--- config.mk ---
export PLATFORM = sky130hd
export DESIGN_NAME = scan_top
export DESIGN_NICKNAME = d
export VERILOG_FILES = /design/src/source/scan_pkg.sv /design/src/source/scan_top.sv /design/src/source/sdram_write_arbiter.sv /design/src/source/dma_control.sv /design/src/source/channel_dma_writer.sv /design/src/source/pixel_packer.sv /design/src/source/test_mode_select.sv
export SDC_FILE = /design/constraint.sdc
export NUM_CORES = 2
export LEC_CHECK = 0
export BUFFER_PORTS_ARGS = -buffer_cell sky130_fd_sc_hd__buf_2
export CAP_MARGIN = 10
export CORE_ASPECT_RATIO = 0.75
export CORE_MARGIN = 3
export CORE_UTILIZATION = 59
export DETAILED_ROUTE_END_ITERATION = 7
export GPL_ROUTABILITY_DRIVEN = 0
export PLACE_DENSITY = 0.76
export SKIP_CTS_REPAIR_TIMING = 1
export SYNTH_ARGS = -nofsm -noshare
export SYNTH_HDL_FRONTEND = slang
export SYNTH_HIERARCHICAL = 1
export SYNTH_SLANG_ARGS = --single-unit
--- constraint.sdc ---
create_clock -name w_bus_clk -period 11.08 [get_ports w_bus_clk]
set_input_delay 0 -clock w_bus_clk [delete_from_list [all_inputs] [get_ports w_bus_clk]]
set_output_delay 0 -clock w_bus_clk [all_outputs]
set_load 0.005 [all_outputs]
--- src/source/scan_pkg.sv ---
`default_nettype none

package scan_pkg;

    localparam int CHANNELS         = 3;     // r, g, b sensor lines
    localparam int SAMPLES_PER_BEAT = 8;
    localparam int LANE_WIDTH       = 16;

    typedef logic [11:0]                                sample_t;       // one adc sample
    typedef logic [SAMPLES_PER_BEAT*LANE_WIDTH-1:0]     beat_t;         // lane 0 = first sample
    typedef logic [27:0]                                sdram_addr_t;   // in 16-byte beats
    typedef logic [15:0]                                done_cnt_t;     // ring wraps

    // sample source per channel
    typedef enum logic [1:0]
    {
        mode_live      = 2'd0,
        mode_ramp      = 2'd1,
        mode_pattern_a = 2'd2,
        mode_pattern_b = 2'd3
    } test_mode_e;

    localparam sample_t PATTERN_A = 12'hAAA;
    localparam sample_t PATTERN_B = 12'h555;

endpackage

`default_nettype wire
--- src/source/scan_top.sv ---
`timescale 1ns/1ps
`default_nettype none

module scan_top
#(
    parameter int FIFO_DEPTH = 4
)
(
    input  wire                         w_bus_clk,
    input  wire                         w_adc_rst,
    input  wire [3:0]                   sw,
    input  wire scan_pkg::sample_t      adc_data_0,
    input  wire scan_pkg::sample_t      adc_data_1,
    input  wire scan_pkg::sample_t      adc_data_2,
    input  wire                         sample_strobe,
    input  wire                         dma_on,
    input  wire scan_pkg::sdram_addr_t  dma_start_address,
    input  wire scan_pkg::sdram_addr_t  dma_buf_size,
    input  wire                         sdram_waitrequest,
    output scan_pkg::beat_t             sdram_writedata,
    output scan_pkg::sdram_addr_t       sdram_address,
    output logic                        sdram_write,
    output logic                        fifo_overflow,
    output scan_pkg::done_cnt_t         dma_done_cnt
);

    import scan_pkg::*;

    sample_t        adc_data      [CHANNELS];
    test_mode_e     test_mode     [CHANNELS];
    sdram_addr_t    region_start  [CHANNELS];
    sdram_addr_t    buf_size_q;
    beat_t          beat          [CHANNELS];
    logic           beat_valid    [CHANNELS];
    logic           dma_write     [CHANNELS];
    sdram_addr_t    dma_address   [CHANNELS];
    beat_t          dma_writedata [CHANNELS];
    logic           dma_waitreq   [CHANNELS];
    logic           overflow      [CHANNELS];
    done_cnt_t      done_cnt      [CHANNELS];

    assign adc_data[0]  = adc_data_0;
    assign adc_data[1]  = adc_data_1;
    assign adc_data[2]  = adc_data_2;
    assign dma_done_cnt = done_cnt[0];      // status reports channel 0 only

    test_mode_select test_mode_select_i
    (
        .w_bus_clk   ( w_bus_clk    ),
        .w_adc_rst   ( w_adc_rst    ),
        .sw          ( sw           ),
        .test_mode_0 ( test_mode[0] ),
        .test_mode_1 ( test_mode[1] ),
        .test_mode_2 ( test_mode[2] )
    );

    dma_control dma_control_i
    (
        .w_bus_clk         ( w_bus_clk         ),
        .w_adc_rst         ( w_adc_rst         ),
        .dma_start_address ( dma_start_address ),
        .dma_buf_size      ( dma_buf_size      ),
        .overflow_0        ( overflow[0]       ),
        .overflow_1        ( overflow[1]       ),
        .overflow_2        ( overflow[2]       ),
        .region_start_0    ( region_start[0]   ),
        .region_start_1    ( region_start[1]   ),
        .region_start_2    ( region_start[2]   ),
        .buf_size_q        ( buf_size_q        ),
        .fifo_overflow     ( fifo_overflow     )
    );

    //////////////////////////////
    // per channel datapath

    for (genvar g = 0; g < CHANNELS; g++)
    begin : g_channel
        pixel_packer pixel_packer_i
        (
            .w_bus_clk     ( w_bus_clk     ),
            .w_adc_rst     ( w_adc_rst     ),
            .adc_data      ( adc_data[g]   ),
            .sample_strobe ( sample_strobe ),
            .test_mode     ( test_mode[g]  ),
            .beat          ( beat[g]       ),
            .beat_valid    ( beat_valid[g] )
        );

        channel_dma_writer #(.FIFO_DEPTH(FIFO_DEPTH)) channel_dma_writer_i
        (
            .w_bus_clk     ( w_bus_clk        ),
            .w_adc_rst     ( w_adc_rst        ),
            .beat          ( beat[g]          ),
            .beat_valid    ( beat_valid[g]    ),
            .dma_on        ( dma_on           ),
            .region_start  ( region_start[g]  ),
            .buf_size      ( buf_size_q       ),
            .dma_waitreq   ( dma_waitreq[g]   ),
            .dma_write     ( dma_write[g]     ),
            .dma_address   ( dma_address[g]   ),
            .dma_writedata ( dma_writedata[g] ),
            .overflow      ( overflow[g]      ),
            .done_cnt      ( done_cnt[g]      )
        );
    end

    sdram_write_arbiter sdram_write_arbiter_i
    (
        .w_bus_clk         ( w_bus_clk         ),
        .w_adc_rst         ( w_adc_rst         ),
        .dma_write_0       ( dma_write[0]      ),
        .dma_write_1       ( dma_write[1]      ),
        .dma_write_2       ( dma_write[2]      ),
        .dma_address_0     ( dma_address[0]    ),
        .dma_address_1     ( dma_address[1]    ),
        .dma_address_2     ( dma_address[2]    ),
        .dma_writedata_0   ( dma_writedata[0]  ),
        .dma_writedata_1   ( dma_writedata[1]  ),
        .dma_writedata_2   ( dma_writedata[2]  ),
        .sdram_waitrequest ( sdram_waitrequest ),
        .dma_waitreq_0     ( dma_waitreq[0]    ),
        .dma_waitreq_1     ( dma_waitreq[1]    ),
        .dma_waitreq_2     ( dma_waitreq[2]    ),
        .sdram_write       ( sdram_write       ),
        .sdram_address     ( sdram_address     ),
        .sdram_writedata   ( sdram_writedata   )
    );

endmodule

`default_nettype wire

--- src/source/sdram_write_arbiter.sv ---
`timescale 1ns/1ps
`default_nettype none

module sdram_write_arbiter
(
    input  wire                         w_bus_clk,
    input  wire                         w_adc_rst,
    input  wire                         dma_write_0,
    input  wire                         dma_write_1,
    input  wire                         dma_write_2,
    input  wire scan_pkg::sdram_addr_t  dma_address_0,
    input  wire scan_pkg::sdram_addr_t  dma_address_1,
    input  wire scan_pkg::sdram_addr_t  dma_address_2,
    input  wire scan_pkg::beat_t        dma_writedata_0,
    input  wire scan_pkg::beat_t        dma_writedata_1,
    input  wire scan_pkg::beat_t        dma_writedata_2,
    input  wire                         sdram_waitrequest,
    output logic                        dma_waitreq_0,
    output logic                        dma_waitreq_1,
    output logic                        dma_waitreq_2,
    output logic                        sdram_write,
    output scan_pkg::sdram_addr_t       sdram_address,
    output scan_pkg::beat_t             sdram_writedata
);

    import scan_pkg::*;

    localparam int GRANT_W = $clog2(CHANNELS);

    logic [GRANT_W-1:0]     grant;
    logic [GRANT_W-1:0]     grant_next;
    logic [CHANNELS-1:0]    req;
    logic                   accepted;

    assign req      = {dma_write_2, dma_write_1, dma_write_0};
    assign accepted = sdram_write && !sdram_waitrequest;

    //////////////////////////////
    // port mux

    always_comb
    begin
        case (grant)
            2'd1:
            begin
                sdram_write     = dma_write_1;
                sdram_address   = dma_address_1;
                sdram_writedata = dma_writedata_1;
            end
            2'd2:
            begin
                sdram_write     = dma_write_2;
                sdram_address   = dma_address_2;
                sdram_writedata = dma_writedata_2;
            end
            default:
            begin
                sdram_write     = dma_write_0;
                sdram_address   = dma_address_0;
                sdram_writedata = dma_writedata_0;
            end
        endcase
    end

    // losers always see waitrequest
    assign dma_waitreq_0 = (grant == 2'd0) ? sdram_waitrequest : 1'b1;
    assign dma_waitreq_1 = (grant == 2'd1) ? sdram_waitrequest : 1'b1;
    assign dma_waitreq_2 = (grant == 2'd2) ? sdram_waitrequest : 1'b1;

    //////////////////////////////
    // round robin

    always_comb
    begin
        int idx;
        grant_next = grant;
        // farthest first, so the nearest requester after grant wins
        for (int i = CHANNELS; i >= 1; i--)
        begin
            idx = int'(grant) + i;
            if (idx >= CHANNELS)
                idx = idx - CHANNELS;
            if (req[idx])
                grant_next = GRANT_W'(idx);
        end
    end

    always_ff @(posedge w_bus_clk)
    begin
        if (w_adc_rst)
            grant <= '0;
        else if (accepted || !req[grant])
            grant <= grant_next;        // idle grant moves on too
    end

endmodule

`default_nettype wire

--- src/source/dma_control.sv ---
`timescale 1ns/1ps
`default_nettype none

module dma_control
(
    input  wire                         w_bus_clk,
    input  wire                         w_adc_rst,
    input  wire scan_pkg::sdram_addr_t  dma_start_address,
    input  wire scan_pkg::sdram_addr_t  dma_buf_size,
    input  wire                         overflow_0,
    input  wire                         overflow_1,
    input  wire                         overflow_2,
    output scan_pkg::sdram_addr_t       region_start_0,
    output scan_pkg::sdram_addr_t       region_start_1,
    output scan_pkg::sdram_addr_t       region_start_2,
    output scan_pkg::sdram_addr_t       buf_size_q,
    output logic                        fifo_overflow
);

    import scan_pkg::*;

    sdram_addr_t buf_size_x2;

    assign buf_size_x2 = dma_buf_size << 1;

    // regions sit back to back
    always_ff @(posedge w_bus_clk)
    begin
        region_start_0 <= dma_start_address;
        region_start_1 <= dma_start_address + dma_buf_size;
        region_start_2 <= dma_start_address + buf_size_x2;
        buf_size_q     <= dma_buf_size;
    end

    always_ff @(posedge w_bus_clk)
    begin
        if (w_adc_rst)
            fifo_overflow <= 1'b0;
        else if (overflow_0 || overflow_1 || overflow_2)
            fifo_overflow <= 1'b1;      // sticky until reset
    end

endmodule

`default_nettype wire

--- src/source/channel_dma_writer.sv ---
`timescale 1ns/1ps
`default_nettype none

module channel_dma_writer
#(
    parameter int FIFO_DEPTH = 4
)
(
    input  wire                         w_bus_clk,
    input  wire                         w_adc_rst,
    input  wire scan_pkg::beat_t        beat,
    input  wire                         beat_valid,
    input  wire                         dma_on,
    input  wire scan_pkg::sdram_addr_t  region_start,
    input  wire scan_pkg::sdram_addr_t  buf_size,
    input  wire                         dma_waitreq,
    output logic                        dma_write,
    output scan_pkg::sdram_addr_t       dma_address,
    output scan_pkg::beat_t             dma_writedata,
    output logic                        overflow,
    output scan_pkg::done_cnt_t         done_cnt
);

    import scan_pkg::*;

    localparam int PTR_W = (FIFO_DEPTH > 1) ? $clog2(FIFO_DEPTH) : 1;
    localparam int CNT_W = $clog2(FIFO_DEPTH + 1);

    beat_t              fifo_mem [FIFO_DEPTH];
    logic [PTR_W-1:0]   wr_ptr;
    logic [PTR_W-1:0]   rd_ptr;
    logic [CNT_W-1:0]   fill_cnt;
    sdram_addr_t        ring_idx;       // beat offset inside the region
    logic               fifo_full;
    logic               push;
    logic               pop;

    function automatic logic [PTR_W-1:0] ptr_next(input logic [PTR_W-1:0] ptr);
        if (ptr == PTR_W'(FIFO_DEPTH - 1))
            return '0;
        else
            return ptr + 1'b1;
    endfunction

    assign fifo_full = (fill_cnt == CNT_W'(FIFO_DEPTH));
    assign push      = beat_valid && dma_on && !fifo_full;
    assign pop       = dma_write && !dma_waitreq;

    // fifo head goes straight to the arbiter
    assign dma_write     = (fill_cnt != '0);
    assign dma_address   = region_start + ring_idx;
    assign dma_writedata = fifo_mem[rd_ptr];

    //////////////////////////////
    // pointers, ring index, status

    always_ff @(posedge w_bus_clk)
    begin
        if (w_adc_rst)
        begin
            wr_ptr   <= '0;
            rd_ptr   <= '0;
            fill_cnt <= '0;
            ring_idx <= '0;
            done_cnt <= '0;
            overflow <= 1'b0;
        end
        else if (!dma_on)
        begin
            wr_ptr   <= '0;     // flush, restart at region start
            rd_ptr   <= '0;
            fill_cnt <= '0;
            ring_idx <= '0;
            overflow <= 1'b0;
        end
        else
        begin
            overflow <= beat_valid && fifo_full;    // beat lost
            if (push)
                wr_ptr <= ptr_next(wr_ptr);
            if (pop)
            begin
                rd_ptr <= ptr_next(rd_ptr);
                if (ring_idx >= buf_size - 1'b1)
                begin
                    ring_idx <= '0;
                    done_cnt <= done_cnt + 1'b1;
                end
                else
                    ring_idx <= ring_idx + 1'b1;
            end
            fill_cnt <= fill_cnt + CNT_W'(push) - CNT_W'(pop);
        end
    end

    always_ff @(posedge w_bus_clk)
    begin
        if (push)
            fifo_mem[wr_ptr] <= beat;
    end

endmodule

`default_nettype wire

--- src/source/pixel_packer.sv ---
`timescale 1ns/1ps
`default_nettype none

module pixel_packer
(
    input  wire                         w_bus_clk,
    input  wire                         w_adc_rst,
    input  wire scan_pkg::sample_t      adc_data,
    input  wire                         sample_strobe,
    input  wire scan_pkg::test_mode_e   test_mode,
    output scan_pkg::beat_t             beat,
    output logic                        beat_valid
);

    import scan_pkg::*;

    localparam int LANE_IDX_W = $clog2(SAMPLES_PER_BEAT);

    sample_t                ramp_cnt;       // free running on strobes
    sample_t                src_sample;
    logic [LANE_IDX_W-1:0]  lane_idx;
    logic                   last_lane;

    assign last_lane = (lane_idx == LANE_IDX_W'(SAMPLES_PER_BEAT - 1));

    always_comb
    begin
        case (test_mode)
            mode_ramp:      src_sample = ramp_cnt;
            mode_pattern_a: src_sample = PATTERN_A;
            mode_pattern_b: src_sample = PATTERN_B;
            default:        src_sample = adc_data;
        endcase
    end

    always_ff @(posedge w_bus_clk)
    begin
        if (w_adc_rst)
        begin
            ramp_cnt   <= '0;
            lane_idx   <= '0;
            beat_valid <= 1'b0;
        end
        else
        begin
            beat_valid <= sample_strobe && last_lane;   // beat complete
            if (sample_strobe)
            begin
                ramp_cnt <= ramp_cnt + 1'b1;
                lane_idx <= last_lane ? '0 : lane_idx + 1'b1;
            end
        end
    end

    // lane fill, zero extended
    always_ff @(posedge w_bus_clk)
    begin
        if (sample_strobe)
            beat[lane_idx*LANE_WIDTH +: LANE_WIDTH] <= LANE_WIDTH'(src_sample);
    end

endmodule

`default_nettype wire

--- src/source/test_mode_select.sv ---
`timescale 1ns/1ps
`default_nettype none

module test_mode_select
(
    input  wire                     w_bus_clk,
    input  wire                     w_adc_rst,
    input  wire [3:0]               sw,
    output scan_pkg::test_mode_e    test_mode_0,
    output scan_pkg::test_mode_e    test_mode_1,
    output scan_pkg::test_mode_e    test_mode_2
);

    import scan_pkg::*;

    logic [3:0] sw_q;   // registered switches

    always_ff @(posedge w_bus_clk)
    begin
        if (w_adc_rst)
        begin
            sw_q        <= 4'b1100;     // hold code
            test_mode_0 <= mode_live;
            test_mode_1 <= mode_live;
            test_mode_2 <= mode_live;
        end
        else
        begin
            sw_q <= sw;
            case (sw_q[3:2])
                2'd0:    test_mode_0 <= test_mode_e'(sw_q[1:0]);
                2'd1:    test_mode_1 <= test_mode_e'(sw_q[1:0]);
                2'd2:    test_mode_2 <= test_mode_e'(sw_q[1:0]);
                default: ;                                  // all modes keep
            endcase
        end
    end

endmodule

`default_nettype wire

After elaboration in Yosys (flattened, before gate mapping)
Memory sizes are Yosys's and may differ from the RTL's. A register that Yosys moved wholly into a read port is not among the register bits.
Index checks and enable logic that the tools add are counted.
Word-level totals
  bits in registers: 681
  ROM bits: 0
  input bits: 101
  memory bits (writable): 1536
  output and inout bits: 174
  memories kept: 3
  latch bits: 0
Memories
  g_channel[0].channel_dma_writer_i.fifo_mem: words 4, width 128, rd ports 1, clocked after memory_dff 1, write ports 1, line channel_dma_writer.sv:29  | beat_t fifo_mem [FIFO_DEPTH];
  g_channel[1].channel_dma_writer_i.fifo_mem: words 4, width 128, rd ports 1, clocked after memory_dff 1, write ports 1, line channel_dma_writer.sv:29
  g_channel[2].channel_dma_writer_i.fifo_mem: words 4, width 128, rd ports 1, clocked after memory_dff 1, write ports 1, line channel_dma_writer.sv:29
Operators by class
  shift-type cells: 6
  equal/unequal tests: 25
  bitwise operators: 1
  add/subtract/negate cells: 37
  $lt $le $gt $ge: 10
  $mul: 0
  divide/modulo/power cells: 0
  reductions and logical operators: 36
  muxes and demuxes: 53
Operators by type and width (count)
  bitwise mux 128 bit: 3
  variable shift 16 x 34 -> 128 bit (first input constant): 3
  indexed part select 16 x 34 -> 128 bit: 3
  case mux 128 bit (2 select lines): 1
  adder 28 bit: 5
  case mux 12 bit (3 select lines): 3
  negator 7 -> 34 bit: 3
  >= comparator 32 x 3 -> 1 bit (second input constant): 3
  < comparator 32 x 4 -> 1 bit (second input constant): 3
  two-way mux 32 bit: 3
  subtractor 32 x 3 -> 32 bit (second input constant): 3
  adder 28 x 1 -> 28 bit (second input constant): 3
  >= comparator 28 bit: 3
  two-way mux 28 bit: 3
  case mux 28 bit (2 select lines): 1
  adder 12 x 1 -> 12 bit (second input constant): 3
  two-way mux 2 bit: 15
  equality test 2 bit (second input constant): 14
  subtractor 28 x 1 -> 28 bit (second input constant): 1
  equality test 3 bit (second input constant): 6
  adder 16 x 1 -> 16 bit (second input constant): 1
  logical AND 1 bit: 16
  two-way mux 1 bit: 16
  adder 2 x 1 -> 2 bit (second input constant): 6
  18 further kinds: 47

Depth between registers and ports, before layout
  depth in word-level cells: 9
  depth in mapped cells: 19

By module
Netlist, hierarchy kept.
By module, submodules not included
  channel_dma_writer at g_channel[0].channel_dma_writer_i: cells an instance 1308, instances 1, area an instance 23408.7 um^2
  channel_dma_writer at g_channel[1].channel_dma_writer_i: cells an instance 1259, instances 1, area an instance 23228.5 um^2
  channel_dma_writer at g_channel[2].channel_dma_writer_i: cells an instance 1261, instances 1, area an instance 23183.5 um^2
  pixel_packer at g_channel[0].pixel_packer_i ...: cells an instance 377, instances 2, area an instance 4700.8 um^2
  dma_control: cells an instance 518, instances 1, area an instance 5046.1 um^2
  pixel_packer at g_channel[2].pixel_packer_i: cells an instance 383, instances 1, area an instance 4733.3 um^2
  sdram_write_arbiter: cells an instance 587, instances 1, area an instance 3230.6 um^2
  test_mode_select: cells an instance 33, instances 1, area an instance 357.8 um^2

Least setup slack after synthesis
No wires, ideal clock.
  path type: register to register
  from: reg dma_control_i.buf_size_q[5]
  to: reg g_channel[1].channel_dma_writer_i.ring_idx[10]
  stages on the path, launching flop included: 17
  data arrival time: 4366 ps
  buffers on the path: 1
  library setup time: 128 ps
  path slack: 6587 ps
  cells stage by stage: dfxtp_1 > or4_4 > or3_4 > or4_4 > nor4_4 > nand2_2 > nor3_2 > xnor2_1 > ha_1 > a21oi_1 > o21a_1 > a21boi_0 > a22oi_1 > nand2_1 > o31ai_2 > clkbuf_1 > nor2_1
On the way
  cells in the longest elaborated chain, start to end: 3
RTL lines
  from (decl): line dma_control.sv:16  | output scan_pkg::sdram_addr_t buf_size_q,
  from (signal assigned): line dma_control.sv:32  | buf_size_q <= dma_buf_size;
  subtractor 28 x 1 -> 28 bit: line channel_dma_writer.sv:84  | if (ring_idx >= buf_size - 1'b1)
  >= comparator 28 bit: line channel_dma_writer.sv:84
  two-way mux 28 bit: line channel_dma_writer.sv:84
  to (signal assigned): line channel_dma_writer.sv:90  | ring_idx <= ring_idx + 1'b1;
  to (decl): line channel_dma_writer.sv:33  | sdram_addr_t ring_idx;
Every way passes these cells.
A chain may end at the register's enable or synchronous reset.

Worst setup path in the final report
  from: reg sdram_write_arbiter_i.grant[0]
  to: out sdram_writedata[11]
On the way
  cells in the longest elaborated chain, start to end: 2
RTL lines
  from (decl): line sdram_write_arbiter.sv:30  | logic [GRANT_W-1:0] grant;
  from (signal assigned): line sdram_write_arbiter.sv:93  | grant <= grant_next;
  equality test 2 bit / equality test 2 x 1 -> 1 bit (equally long branches): line sdram_write_arbiter.sv:43  | case (grant)
  case mux 128 bit (2 select lines) (*): line sdram_write_arbiter.sv:43
  to (decl): line scan_top.sv:20  | output scan_pkg::beat_t sdram_writedata,
Every way passes the cells marked *; elsewhere a longest branch is shown, timed or not.

==> flow_summary.json <==
{
  "fin_nets": 6728,
  "fin_tns_setup_ns": 0,
  "clk_path_buf_depth": 3,
  "violations": "DRC, hold timing, capacitance limit, slew limit",
  "antenna_found_initial": 16,
  "grt_pass1_vias": 53810,
  "overflow": 0,
  "initial_core_util_pct": 59.60,
  "drv_cap": 1,
  "final_common_cell": "edfxtp_1",
  "fmax_ghz": 0.1911,
  "grt_pass1_wl_mm": 370.9,
  "die-area_mm2": 0.1592,
  "fillCellCount": 9865,
  "port_buffers": 274,
  "routedWlPerCell_um": 30.54,
  "numCtsBuffers": 191,
  "insertion_delay_ns": 0.84,
  "relSlewSlack_pct": -2.356,
  "drive_gt1_share_pct": 17.45,
  "area_growth_pct": 12.26,
  "layout_common_cells": "edfxtp_1, nor2_1, mux4_2",
  "finalCritPeriodShare_pct": 47.24,
  "critPathBufInv": 5,
  "maxSlewViolCount": 5,
  "syn_area_mm2": 0.09109,
  "io_pins": 275,
  "fin_hold_ws_ns": -0.01523,
  "route.detailed.drc": 199,
  "core_area_mm2": 0.1528,
  "firstDrtPassIters": 8,
  "p_leak_nw": 34.85,
  "ir_drop_mv": 0.1639,
  "crit_arrival_ns": 5.23,
  "yosys_warnings": 6,
  "setup.worst_path.class": "flop to output pin",
  "cts_root_buf": "clkbuf_16",
  "cp_slowest_stage_delay_ns": 0.77,
  "final_core_util_pct": 66.91,
  "grt_setup_unrepaired": "false",
  "die_h_um": 346.3,
  "cp.required_ns": 11.08,
  "rows": 124,
  "end_kind": "output pin",
  "status": "complete, but fails checks",
  "place_hpwl_mm": 162.6,
  "power_w": 0.01634,
  "cts_tree": "yes",
  "hold_violations": 2,
  "h-tree-depth": 4,
  "power_density_mw_per_mm2": 159.8,
  "grt_max_degree": 197,
  "fin_area_mm2": 0.1023,
  "die_w_um": 459.7,
  "syn_inst": 5922,
  "cts_sinks": 2126,
  "path_delay_family": "buffers and inverters",
  "start_kind": "flop",
  "worst_pin_slew_ns": 1.535,
  "antenna_left": 0,
  "clkTransAtPathRegs_ns": 0.06,
  "grt.total_usage_pct": 32.22,
  "dpl_cell_area_mm2": 0.09451,
  "drt_wl_total_mm": 261.0,
  "crit_fanout": 54,
  "min_period_ns": 5.234,
  "path_common_cell": "buf_4",
  "fin_skew_ns": 0.03253,
  "synth_area_per_cell_um2": 15.38,
  "vias": 57110,
  "hp-class": "input port to flop",
  "crit_path_top_delay_cell": "buf_4",
  "setup_viol": 0,
  "cp_cell_sequence": "inv_1 > ha_4 > buf_4 > buf_4 > buf_4 > a22oi_1 > a21oi_1 > buf_2",
  "via_per_inst": 6.683,
  "drt-initial-drc-count": 8929
}
==> through the flow <==
stage                     instances  setup WS, ns  hold slack (ns)
after detailed placement       8033         6.057           0.1321
after global routing           8531         5.579         0.005528
after global placement         8033         6.132           0.1300
final                          8546         5.846         -0.01523
after floorplan                6015         6.688          0.02772
after CTS                      8389         5.976          -0.7497
==> tightest hold or removal path: stages <==
cell	delay (ns)
buf_2	0.07
nor2b_1	0.16
o22ai_1	0.10
buf_4	0.25
nor2_1	0.11
==> layer usage <==
metal	share of wire (%)	GRT usage, %	vias up
li1	-	-	23740
met1	37	47.04	28390
met2	43	46.04	4306
met3	15	9.723	664
met4	4.3	12.28	10
met5	0.032	0	-
==> final cells by class <==
type	count	area (um2)	area share (%)
Timing Repair Buffer	509	3606	3.526
Clock inverter	113	1190	1.164
Inverter	82	307.8	0.3010
Multi-Input combinational cell	3442	28650	28.02
Antenna cell	15	37.54	0.03671
Sequential cell	2126	60840	59.50
Tap cell	2016	2522	2.467
Clock buffer	243	5100	4.987
==> power breakdown <==
group / switching [W] / internal [W] / leakage [nW]
combinational: 0.000583 / 0.000275 / 12.3
sequential: 0.0000713 / 0.00869 / 19.4
clock: 0.00296 / 0.00376 / 3.08
==> state kept, by name (all words and copies together), names as in the netlist, 4 cells and up, named ones only <==
name                                     cells
test_mode_select_i/sw_q                      4
dma_control_i/region_start_0                27
dma_control_i/region_start_2                28
g_channel.channel_dma_writer_i/ring_idx     84
g_channel.channel_dma_writer_i/rd_ptr        6
g_channel.channel_dma_writer_i/fill_cnt      9
g_channel.pixel_packer_i/ramp_cnt           36
g_channel.channel_dma_writer_i/wr_ptr        6
g_channel.channel_dma_writer_i/done_cnt     16
dma_control_i/region_start_1                28
g_channel.pixel_packer_i/beat              288
g_channel.pixel_packer_i/lane_idx            9
dma_control_i/buf_size_q                    28
g_channel.channel_dma_writer_i/fifo_mem   1536
==> final timing paths <==
path                                         startpoint                                            end  slack (ns)  depth (start not counted)
min                                       adc_data_1[2]           g_channel[1].pixel_packer_i/beat[98]       -0.02                          5
min reg2reg  g_channel[1].channel_dma_writer_i/overflow                    dma_control_i/fifo_overflow        0.47                          2
max reg2reg                dma_control_i/buf_size_q[13]  g_channel[0].channel_dma_writer_i/done_cnt[8]        5.92                         14
max                      sdram_write_arbiter_i/grant[0]                            sdram_writedata[11]        5.85                          8
Power figures use the tool's default switching activity.
